<file path="config.mk">
export PLATFORM = sky130hd
export DESIGN_NAME = frontend_top
export DESIGN_NICKNAME = d
export VERILOG_FILES = /design/src/riscv_isa_pkg.sv /design/src/frontend_pkg.sv /design/src/instr_scan.sv /design/src/pc_gen.sv /design/src/branch_predict.sv /design/src/fetch_fifo.sv /design/src/frontend_top.sv
export SDC_FILE = /design/constraint.sdc
export NUM_CORES = 1
export LEC_CHECK = 0
export ABC_AREA = 1
export BUFFER_PORTS_ARGS = -buffer_cell sky130_fd_sc_hd__buf_2
export CORE_ASPECT_RATIO = 2
export CORE_UTILIZATION = 40
export DETAILED_ROUTE_END_ITERATION = 16
export PLACE_DENSITY = 0.7
export SYNTH_ARGS = -nofsm -noshare
export SYNTH_HDL_FRONTEND = slang
export SYNTH_HIERARCHICAL = 1
export SYNTH_SLANG_ARGS = --single-unit
</file>
<file path="constraint.sdc">
create_clock -name clk_i -period 14.4 [get_ports clk_i]
set_input_delay 2.88 -clock clk_i [delete_from_list [all_inputs] [get_ports clk_i]]
set_output_delay 2.88 -clock clk_i [all_outputs]
set_load 0.05 [all_outputs]
</file>
<file path="src/riscv_isa_pkg.sv">
// ----------------------------
// rv32i control-flow encoding
// major opcodes, field positions and immediate widths
// ----------------------------
package riscv_isa_pkg;

    // ----------------------------
    // field positions
    // ----------------------------
    localparam int unsigned OPCODE_W = 7;
    localparam int unsigned RD_LSB   = 7;
    localparam int unsigned RS1_LSB  = 15;

    // b-type offset is 13 bits with implicit zero lsb
    localparam int unsigned B_IMM_W  = 13;
    // j-type offset is 21 bits with implicit zero lsb
    localparam int unsigned J_IMM_W  = 21;

    // major opcodes that change control flow
    typedef enum logic [OPCODE_W-1:0] {
        OPCODE_OTHER  = 7'b0000000,
        OPCODE_BRANCH = 7'b1100011,
        OPCODE_JALR   = 7'b1100111,
        OPCODE_JAL    = 7'b1101111
    } opcode_e;

    // result of scanning one instruction word
    typedef enum logic [1:0] {
        CF_NONE,
        CF_BRANCH,
        CF_JAL,
        CF_JALR
    } cf_kind_e;

endpackage

</file>
<file path="src/frontend_pkg.sv">
// ----------------------------
// fetch frontend types
// addresses, cache interface, prediction and fetch entries
// ----------------------------
package frontend_pkg;

    localparam int unsigned XLEN             = 32;
    localparam int unsigned FETCH_FIFO_DEPTH = 4;
    // credits count from 0 up to the full fifo depth
    localparam int unsigned CREDIT_W         = 3;
    localparam int unsigned FIFO_PTR_W       = $clog2(FETCH_FIFO_DEPTH);

    typedef logic [XLEN-1:0] addr_t;
    typedef logic [XLEN-1:0] instr_t;

    // ----------------------------
    // instruction cache interface
    // ----------------------------
    typedef struct packed {
        logic  req;
        logic  kill_s1;
        logic  kill_s2;
        addr_t vaddr;
    } icache_req_t;

    typedef struct packed {
        logic   ready;
        logic   valid;
        instr_t data;
        addr_t  vaddr;
    } icache_rsp_t;

    // branch resolved in the backend
    typedef struct packed {
        logic  valid;
        logic  is_mispredict;
        addr_t target;
    } resolved_branch_t;

    // static prediction fed back to pc generation
    typedef struct packed {
        logic  valid;
        addr_t target;
    } bp_t;

    // one entry toward decode
    typedef struct packed {
        addr_t  address;
        instr_t instr;
        logic   predict_taken;
        addr_t  predict_address;
    } fetch_entry_t;

endpackage

</file>
<file path="src/instr_scan.sv">
// ----------------------------
// instruction scan
// classifies a word and builds its control-flow offset
// ----------------------------
module instr_scan (
    input  frontend_pkg::instr_t       instr_i,
    output riscv_isa_pkg::cf_kind_e    kind_o,
    output frontend_pkg::addr_t        imm_o
);
    import riscv_isa_pkg::*;
    import frontend_pkg::*;

    opcode_e              opcode;
    logic [B_IMM_W-1:0]   b_imm;
    logic [J_IMM_W-1:0]   j_imm;

    assign opcode = opcode_e'(instr_i[OPCODE_W-1:0]);

    // b-type: imm[12|10:5] in 31:25, imm[4:1|11] in 11:7
    assign b_imm = {instr_i[31], instr_i[7], instr_i[30:25], instr_i[11:8], 1'b0};
    // j-type: imm[20|10:1|11|19:12] in 31:12
    assign j_imm = {instr_i[31], instr_i[19:12], instr_i[20], instr_i[30:21], 1'b0};

    always_comb begin
        case (opcode)
            OPCODE_BRANCH: begin
                kind_o = CF_BRANCH;
                imm_o  = {{(XLEN-B_IMM_W){b_imm[B_IMM_W-1]}}, b_imm};
            end
            OPCODE_JAL: begin
                kind_o = CF_JAL;
                imm_o  = {{(XLEN-J_IMM_W){j_imm[J_IMM_W-1]}}, j_imm};
            end
            // target depends on a register, offset is of no use here
            OPCODE_JALR: begin
                kind_o = CF_JALR;
                imm_o  = '0;
            end
            default: begin
                kind_o = CF_NONE;
                imm_o  = '0;
            end
        endcase
    end

endmodule

</file>
<file path="src/pc_gen.sv">
// ----------------------------
// pc generation
// next-pc priority, fetch credits and kill signals
// ----------------------------
module pc_gen (
    input  logic                            clk_i,
    input  logic                            rst_ni,
    input  logic                            flush_i,
    input  frontend_pkg::addr_t             boot_addr_i,
    input  frontend_pkg::resolved_branch_t  resolved_branch_i,
    input  logic                            eret_i,
    input  frontend_pkg::addr_t             epc_i,
    input  logic                            ex_valid_i,
    input  frontend_pkg::addr_t             trap_vector_base_i,
    input  frontend_pkg::bp_t               bp_i,
    input  logic                            icache_ready_i,
    input  logic                            fifo_pop_i,
    output frontend_pkg::icache_req_t       icache_req_o
);
    import frontend_pkg::*;

    addr_t               npc_d, npc_q;
    addr_t               fetch_addr;
    // first cycle out of reset fetches from the boot address
    logic                rst_load_q;
    logic [CREDIT_W-1:0] credits_d, credits_q;
    logic                in_flight_q;
    logic                is_mispredict;
    logic                kill_s1, kill_s2;
    logic                credit_ok;
    logic                issue_req;
    logic                s2_eff_kill;

    // ----------------------------
    // kill signals
    // ----------------------------
    assign is_mispredict = resolved_branch_i.valid & resolved_branch_i.is_mispredict;
    assign kill_s1       = flush_i | is_mispredict;
    // a taken prediction drops the sequential word still in the cache
    assign kill_s2       = kill_s1 | bp_i.valid;

    // ----------------------------
    // next pc select
    // ----------------------------
    always_comb begin
        fetch_addr = rst_load_q ? boot_addr_i : npc_q;
        if (bp_i.valid) begin
            fetch_addr = bp_i.target;
        end
        // hold the address until the cache takes it
        npc_d = fetch_addr;
        if (issue_req) begin
            npc_d = fetch_addr + 'd4;
        end
        // redirects in rising priority, last one wins
        if (is_mispredict) begin
            npc_d = resolved_branch_i.target;
        end
        if (eret_i) begin
            npc_d = epc_i;
        end
        if (ex_valid_i) begin
            npc_d = trap_vector_base_i;
        end
    end

    // ----------------------------
    // credit flow control
    // ----------------------------
    assign credit_ok   = |credits_q;
    assign issue_req   = credit_ok & icache_ready_i & ~kill_s1;
    // response of last cycle's request is on the bus now
    assign s2_eff_kill = in_flight_q & kill_s2;

    assign credits_d = flush_i ? CREDIT_W'(FETCH_FIFO_DEPTH)
                     : credits_q + CREDIT_W'(fifo_pop_i) + CREDIT_W'(s2_eff_kill)
                       - CREDIT_W'(issue_req);

    assign icache_req_o = '{
        req:     credit_ok,
        kill_s1: kill_s1,
        kill_s2: kill_s2,
        vaddr:   fetch_addr
    };

    always_ff @(posedge clk_i or negedge rst_ni) begin
        if (!rst_ni) begin
            npc_q       <= '0;
            rst_load_q  <= 1'b1;
            credits_q   <= CREDIT_W'(FETCH_FIFO_DEPTH);
            in_flight_q <= 1'b0;
        end else begin
            npc_q       <= npc_d;
            rst_load_q  <= 1'b0;
            credits_q   <= credits_d;
            in_flight_q <= issue_req;
        end
    end

    // credits returned by pops and kills never exceed what was handed out
    credits_bounded: assert property (
        @(posedge clk_i) disable iff (!rst_ni)
        credits_q <= CREDIT_W'(FETCH_FIFO_DEPTH)
    );

endmodule

</file>
<file path="src/branch_predict.sv">
// ----------------------------
// response stage and static prediction
// registers the cache word and predicts its control flow
// ----------------------------
module branch_predict (
    input  logic                         clk_i,
    input  logic                         rst_ni,
    input  frontend_pkg::icache_rsp_t    icache_rsp_i,
    input  logic                         kill_s2_i,
    output frontend_pkg::bp_t            bp_o,
    output frontend_pkg::fetch_entry_t   entry_o,
    output logic                         push_o
);
    import riscv_isa_pkg::*;
    import frontend_pkg::*;

    logic     rsp_take;
    logic     valid_q;
    instr_t   data_q;
    addr_t    vaddr_q;
    cf_kind_e kind;
    addr_t    imm;
    logic     taken;
    addr_t    target;

    // a response killed in flight never reaches the stage
    assign rsp_take = icache_rsp_i.valid & ~kill_s2_i;

    always_ff @(posedge clk_i or negedge rst_ni) begin
        if (!rst_ni) begin
            valid_q <= 1'b0;
        end else begin
            valid_q <= rsp_take;
        end
    end

    always_ff @(posedge clk_i) begin
        if (rsp_take) begin
            data_q  <= icache_rsp_i.data;
            vaddr_q <= icache_rsp_i.vaddr;
        end
    end

    instr_scan i_instr_scan (
        .instr_i ( data_q ),
        .kind_o  ( kind   ),
        .imm_o   ( imm    )
    );

    // ----------------------------
    // static prediction
    // ----------------------------
    // jal always taken, branches only when jumping backward
    assign taken  = valid_q & ((kind == CF_JAL) | ((kind == CF_BRANCH) & imm[XLEN-1]));
    assign target = vaddr_q + imm;

    assign bp_o = '{
        valid:  taken,
        target: target
    };

    // every registered word goes to decode, taken or not
    assign push_o  = valid_q;
    assign entry_o = '{
        address:         vaddr_q,
        instr:           data_q,
        predict_taken:   taken,
        predict_address: target
    };

endmodule

</file>
<file path="src/fetch_fifo.sv">
// ----------------------------
// fetch fifo
// flushable circular buffer of fetch entries
// ----------------------------
module fetch_fifo (
    input  logic                         clk_i,
    input  logic                         rst_ni,
    input  logic                         flush_i,
    input  logic                         push_i,
    input  frontend_pkg::fetch_entry_t   data_i,
    input  logic                         pop_i,
    output frontend_pkg::fetch_entry_t   data_o,
    output logic                         empty_o
);
    import frontend_pkg::*;

    fetch_entry_t          mem_q [FETCH_FIFO_DEPTH];
    logic [FIFO_PTR_W-1:0] rd_ptr_q, wr_ptr_q;
    logic [CREDIT_W-1:0]   count_q;
    logic                  full;
    logic                  do_push, do_pop;

    assign full    = (count_q == CREDIT_W'(FETCH_FIFO_DEPTH));
    assign empty_o = (count_q == '0);
    // flush wins over both push and pop of the same cycle
    assign do_push = push_i & ~full & ~flush_i;
    assign do_pop  = pop_i & ~empty_o & ~flush_i;
    assign data_o  = mem_q[rd_ptr_q];

    always_ff @(posedge clk_i or negedge rst_ni) begin
        if (!rst_ni) begin
            rd_ptr_q <= '0;
            wr_ptr_q <= '0;
            count_q  <= '0;
        end else if (flush_i) begin
            rd_ptr_q <= '0;
            wr_ptr_q <= '0;
            count_q  <= '0;
        end else begin
            // pointers wrap on their own, depth is a power of two
            rd_ptr_q <= rd_ptr_q + FIFO_PTR_W'(do_pop);
            wr_ptr_q <= wr_ptr_q + FIFO_PTR_W'(do_push);
            count_q  <= count_q + CREDIT_W'(do_push) - CREDIT_W'(do_pop);
        end
    end

    always_ff @(posedge clk_i) begin
        if (do_push) begin
            mem_q[wr_ptr_q] <= data_i;
        end
    end

    // request credits upstream keep the buffer from overflowing
    no_push_when_full: assert property (
        @(posedge clk_i) disable iff (!rst_ni)
        (push_i && !flush_i) |-> !full
    );

    no_pop_when_empty: assert property (
        @(posedge clk_i) disable iff (!rst_ni)
        pop_i |-> !empty_o
    );

endmodule

</file>
<file path="src/frontend_top.sv">
// ----------------------------
// instruction fetch frontend
// pc generation, static prediction and fetch fifo
// ----------------------------
module frontend_top (
    input  logic                            clk_i,
    input  logic                            rst_ni,
    input  logic                            flush_i,
    input  frontend_pkg::addr_t             boot_addr_i,
    input  frontend_pkg::resolved_branch_t  resolved_branch_i,
    input  logic                            eret_i,
    input  frontend_pkg::addr_t             epc_i,
    input  logic                            ex_valid_i,
    input  frontend_pkg::addr_t             trap_vector_base_i,
    input  frontend_pkg::icache_rsp_t       icache_rsp_i,
    output frontend_pkg::icache_req_t       icache_req_o,
    output frontend_pkg::fetch_entry_t      fetch_entry_o,
    output logic                            fetch_entry_valid_o,
    input  logic                            fetch_ack_i
);
    import frontend_pkg::*;

    bp_t          bp;
    fetch_entry_t entry;
    logic         push;
    logic         fifo_empty;
    logic         fifo_pop;

    // decode takes an entry only when one is shown
    assign fetch_entry_valid_o = ~fifo_empty;
    assign fifo_pop            = fetch_ack_i & fetch_entry_valid_o;

    pc_gen i_pc_gen (
        .clk_i              ( clk_i              ),
        .rst_ni             ( rst_ni             ),
        .flush_i            ( flush_i            ),
        .boot_addr_i        ( boot_addr_i        ),
        .resolved_branch_i  ( resolved_branch_i  ),
        .eret_i             ( eret_i             ),
        .epc_i              ( epc_i              ),
        .ex_valid_i         ( ex_valid_i         ),
        .trap_vector_base_i ( trap_vector_base_i ),
        .bp_i               ( bp                 ),
        .icache_ready_i     ( icache_rsp_i.ready ),
        .fifo_pop_i         ( fifo_pop           ),
        .icache_req_o       ( icache_req_o       )
    );

    branch_predict i_branch_predict (
        .clk_i        ( clk_i                ),
        .rst_ni       ( rst_ni               ),
        .icache_rsp_i ( icache_rsp_i         ),
        .kill_s2_i    ( icache_req_o.kill_s2 ),
        .bp_o         ( bp                   ),
        .entry_o      ( entry                ),
        .push_o       ( push                 )
    );

    fetch_fifo i_fetch_fifo (
        .clk_i   ( clk_i         ),
        .rst_ni  ( rst_ni        ),
        .flush_i ( flush_i       ),
        .push_i  ( push          ),
        .data_i  ( entry         ),
        .pop_i   ( fifo_pop      ),
        .data_o  ( fetch_entry_o ),
        .empty_o ( fifo_empty    )
    );

endmodule

</file>
==> reports/summary.md <==
### Outcome
- **run status** finished, final reports clean

### Finish
- **Design Area, Final** 28660 sq um
- **Final Net Count** 3027
- **core occupancy in the finished layout** 45.54%
- **fraction of final layout cells with drive strength greater than 1** 24.23%
- **commonest non-fill, non-tap cells in the layout** sky130_fd_sc_hd__nand2_1 (624), sky130_fd_sc_hd__edfxtp_1 (452), sky130_fd_sc_hd__inv_1 (361), sky130_fd_sc_hd__buf_2 (334), sky130_fd_sc_hd__nor2_1 (149)
- **non-filler instance count after layout** 3614
- **most frequent standard cell in the layout excluding fill and tap cells** sky130_fd_sc_hd__nand2_1
- **synthesis-to-layout area growth** 12.06%

### Clock tree
- **TritonCTS clock tree** done
- **number of buffers added by the clock tree synthesis step** 45
- **maximum clock path buffer count** 3
- **Reg clk slew, reported paths** 0.07 ns
- **CTS H-tree lvls** 2
- **number of gates resized after CTS** 0
- **root buffer cell** sky130_fd_sc_hd__clkbuf_16
- **clk_lat worst skew** 0.58 ns
- **# clock sinks** 497
- **hold buffer count at cts** 0
- **number of setup buffers added after CTS** 0

### Setup path
- **Register-to-Register Path Depth** 22
- **slowest CP cell** sky130_fd_sc_hd__nand2_1
- **data arrival time of the worst path** 4.73 ns
- **largest driver fanout on the critical path** 35
- **crit end category** output pin
- **source of the worst register-to-register timing path** i_branch_predict/data_q[6]
- **register-to-register path setup slack** 9.77 ns
- **critical path startpoint category** register
- **highest cell delay on the worst timing path** 0.54 ns
- **data required time of the critical path** 11.52 ns
- **series of cell instances along the critical path** nand2_2, nor2_8, nand3_2, nand2_1, ha_1, a21oi_1, nor2_1, nor2_1, nand2_1, a21oi_1, nand3_1, nand2_1, inv_1, o21ai_1, buf_2
- **Most common cell on crit path** sky130_fd_sc_hd__nand2_1
- **category of the critical setup timing path** register to output pin
- **end of the worst register-to-register path** i_pc_gen/npc_q[25]

### Global routing
- **total routing resource utilization after global routing** 21.12%
- **overflow left after global routing** 0
- **number of antenna violations at the first check in global routing** 3
- **wire length of the first global-routing pass** 103.2 mm
- **number of global-route vias before repair** 17840
- **pin count of the biggest net entering global routing** 95

### Yosys
- **library cells used by synthesis** 51
- **FFs w/ async S/R, synth** 9.054%
- **portion of netlist area occupied by mux cells** 0%
- **post-synthesis share of cell area spent on and, or, nand and nor gates** 17.87%
- **register bit count reported by yosys** 497
- **synthesized instance count** 2540
- **cell types with the largest area share after synthesis** sky130_fd_sc_hd__edfxtp_1 (53%), sky130_fd_sc_hd__nand2_1 (9.2%), sky130_fd_sc_hd__inv_1 (5.3%)
- **fraction of the yosys area taken by sequential cells** 57.48%
- **Primary FF master, synth** sky130_fd_sc_hd__edfxtp_1
- **area share of fa/ha/maj cells after synthesis** 2.123%
- **xor-xnor portion of the synthesized cell area** 0.8903%
- **synthesized-area fraction occupied by ao, oa, aoi and oai cells** 11.23%
- **number of flops mapped to enable cells by yosys** 452
- **main combinational cell family by area after synthesis** simple AND/OR/NAND/NOR gates
- **syn avg cell area** 10.07 sq um
- **total nets after synthesis** 2783
- **Post-Syn Area** 25580 sq um
- **share of Yosys cell area claimed by the top area cell type** 53.06%
- **cell type with the highest aggregate area in the netlist** sky130_fd_sc_hd__edfxtp_1
- **Yosys warnings** 6

### Route
- **average routed wire per standard cell** 18.93 microns
- **Residual DRC** 0
- **met2 wire length** 37.70 mm
- **wire length the detailed router placed on met1** 24.76 mm
- **via/cell ratio** 4.971
- **number of nets still failing antenna checks after routing** 0
- **amount of wire on met3 after detailed routing** 2.692 mm
- **number of DRC violations after detailed-routing iteration 0** 966
- **DR vias** 17970
- **detailed-routing iteration count for the pre-antenna-repair pass** 5
- **overall routed net length** 68.40 mm
- **highest metal layer with signal wires** met5

### Timing
- **worst max-slew margin expressed relative to the limit** 24.63%
- **fmax** 131.5 MHz
- **slew at the pin closest to its max-slew limit** 1.131 ns
- **final period utilization** 52.82%
- **accumulated negative setup slack** 0 ns
- **number of endpoints failing setup at the final stage** 0
- **RSZ-0062 raised after global routing** false
- **Final min period** 7.606 ns
- **pins over their slew limit** 0
- **worst hold-check slack** 0.5191 ns
- **Fin. Hold Viols** 0
- **worst-case clock skew** 0.02777 ns

### Pwr
- **static leakage power** 12.04 nW
- **worst vdd rail ir drop** 0.08465 mV
- **power per cell area** 108.9 nW/um^2

### Worst hold path
- **worst hold path endpoint** i_fetch_fifo/mem_q[2][52]
- **worst hold path type** register to register
- **worst hold path stage count** 0
- **Hold Crit Start** i_branch_predict/data_q[19]

### Flow run
- **maxcap violations** 0

### Floorplanning
- **Initial Util** 40.63%
- **area of the die** 65020 sq um
- **Std-Cell Core Area** 62950 sq um
- **Die W** 180.8 microns
- **Row Count** 130
- **number of top-level pins** 335
- **Chip Height** 359.6 microns

### Placement
- **number of buffer cells added on primary ports** 334
- **placed wire-length estimate** 49.14 mm
- **routability-driven placement congestion ratio** 0.9128
- **Placed Cells incl. Taps** 3529
- **Placed Area** 27190 sq um

==> synthesized netlist by cell type (6+ instances only) <==
| master | count |
|---|---|
| sky130_fd_sc_hd__a21oi_1 | 133 |
| sky130_fd_sc_hd__nor3_1 | 6 |
| sky130_fd_sc_hd__nand4_1 | 13 |
| sky130_fd_sc_hd__inv_1 | 361 |
| sky130_fd_sc_hd__edfxtp_1 | 452 |
| sky130_fd_sc_hd__ha_1 | 37 |
| sky130_fd_sc_hd__nand2_2 | 34 |
| sky130_fd_sc_hd__buf_6 | 38 |
| sky130_fd_sc_hd__dfrtp_1 | 43 |
| sky130_fd_sc_hd__or2_2 | 22 |
| sky130_fd_sc_hd__a21oi_2 | 47 |
| sky130_fd_sc_hd__nor2_4 | 13 |
| sky130_fd_sc_hd__buf_4 | 69 |
| sky130_fd_sc_hd__o21ai_0 | 52 |
| sky130_fd_sc_hd__nand3_1 | 100 |
| sky130_fd_sc_hd__nor2_2 | 18 |
| sky130_fd_sc_hd__nand2_1 | 625 |
| sky130_fd_sc_hd__nor2_1 | 154 |
| sky130_fd_sc_hd__inv_2 | 14 |
| sky130_fd_sc_hd__clkbuf_1 | 16 |
| sky130_fd_sc_hd__xor2_1 | 23 |
| sky130_fd_sc_hd__nand3_2 | 25 |
| sky130_fd_sc_hd__nand2_4 | 6 |
| sky130_fd_sc_hd__buf_2 | 22 |
| sky130_fd_sc_hd__o21ai_1 | 69 |
| sky130_fd_sc_hd__o211ai_2 | 62 |
| sky130_fd_sc_hd__o211ai_1 | 45 |
==> kinds of logic after synthesis <==
kind of cell               count (synthesis)
AOI/OAI and AO/OA                        416
and+or+nand+nor                         1026
DFF                                      497
buffers and inverters                    532
other                                      2
xor gates and xnor gates                  26
adders and majority gates                 41
==> worst max path at each step <==
stage | startpoint | end | slack, ns | cells past startpoint
after floorplan | flush_i | i_fetch_fifo/mem_q[0][0] | 6.69 | 3
after global placement | resolved_branch_i[33] | icache_req_o[32] | 7.06 | 4
after detailed placement | resolved_branch_i[33] | icache_req_o[32] | 7.05 | 4
after CTS | i_branch_predict/data_q[4] | icache_req_o[29] | 6.81 | 14
after global routing | i_branch_predict/data_q[3] | icache_req_o[25] | 6.57 | 18
final | i_branch_predict/data_q[6] | icache_req_o[29] | 6.79 | 15
==> stage by stage <==
step / power (mW) / worst slack (ns)
detailed placement: 1.954 / 7.046
floorplan: 1.856 / 6.685
global route: 3.232 / 6.570
finish: 3.123 / 6.794
global placement: 1.951 / 7.058
CTS: 3.155 / 6.815
==> per-layer routing <==
metal	global-route usage, %	vias up
li1	-	8827
met1	21.63	8515
met2	41.47	496
met3	2.711	123
met4	9.955	4
met5	0	-
==> registers in the layout, indices dropped and copies added, names as in the netlist <==
register	flops
i_branch_predict/data_q	32
i_branch_predict/push_o	1
i_branch_predict/vaddr_q	32
i_fetch_fifo/count_q	3
i_fetch_fifo/mem_q	388
i_fetch_fifo/rd_ptr_q	2
i_fetch_fifo/wr_ptr_q	2
i_pc_gen/credits_q	3
i_pc_gen/in_flight_q	1
i_pc_gen/npc_q	32
i_pc_gen/rst_load_q	1
==> worst max-delay path: cells and delay by family, from the launching register on <==
kind / cells / cell delay, ns
and+or+nand+nor: 9 / 1.95
AOI/OAI and AO/OA: 3 / 0.89
DFF: 1 / 0.44
adders and majority gates: 1 / 0.42
buffers and inverters: 2 / 0.42
==> area by class of cell <==
class,count,area [sq um]
diodes,3,7.507
inverters,378,1431
repair buffers,351,1799
multi-input cells,1511,8262
fillers,5946,34280
clock buffers,53,1177
flip-flops and latches,497,14710
clock inverters,29,286.5
well taps,792,991.0
==> power by group <==
part           total (mW)  switching [mW]  internal, mW  leakage (nW)
Clock                1.20           0.551         0.650         0.687
Combinational       0.293           0.213        0.0801          6.73
Sequential           1.63          0.0246          1.60          4.63
Total                3.12           0.789          2.33          12.0
Power figures use the tool's default switching activity.
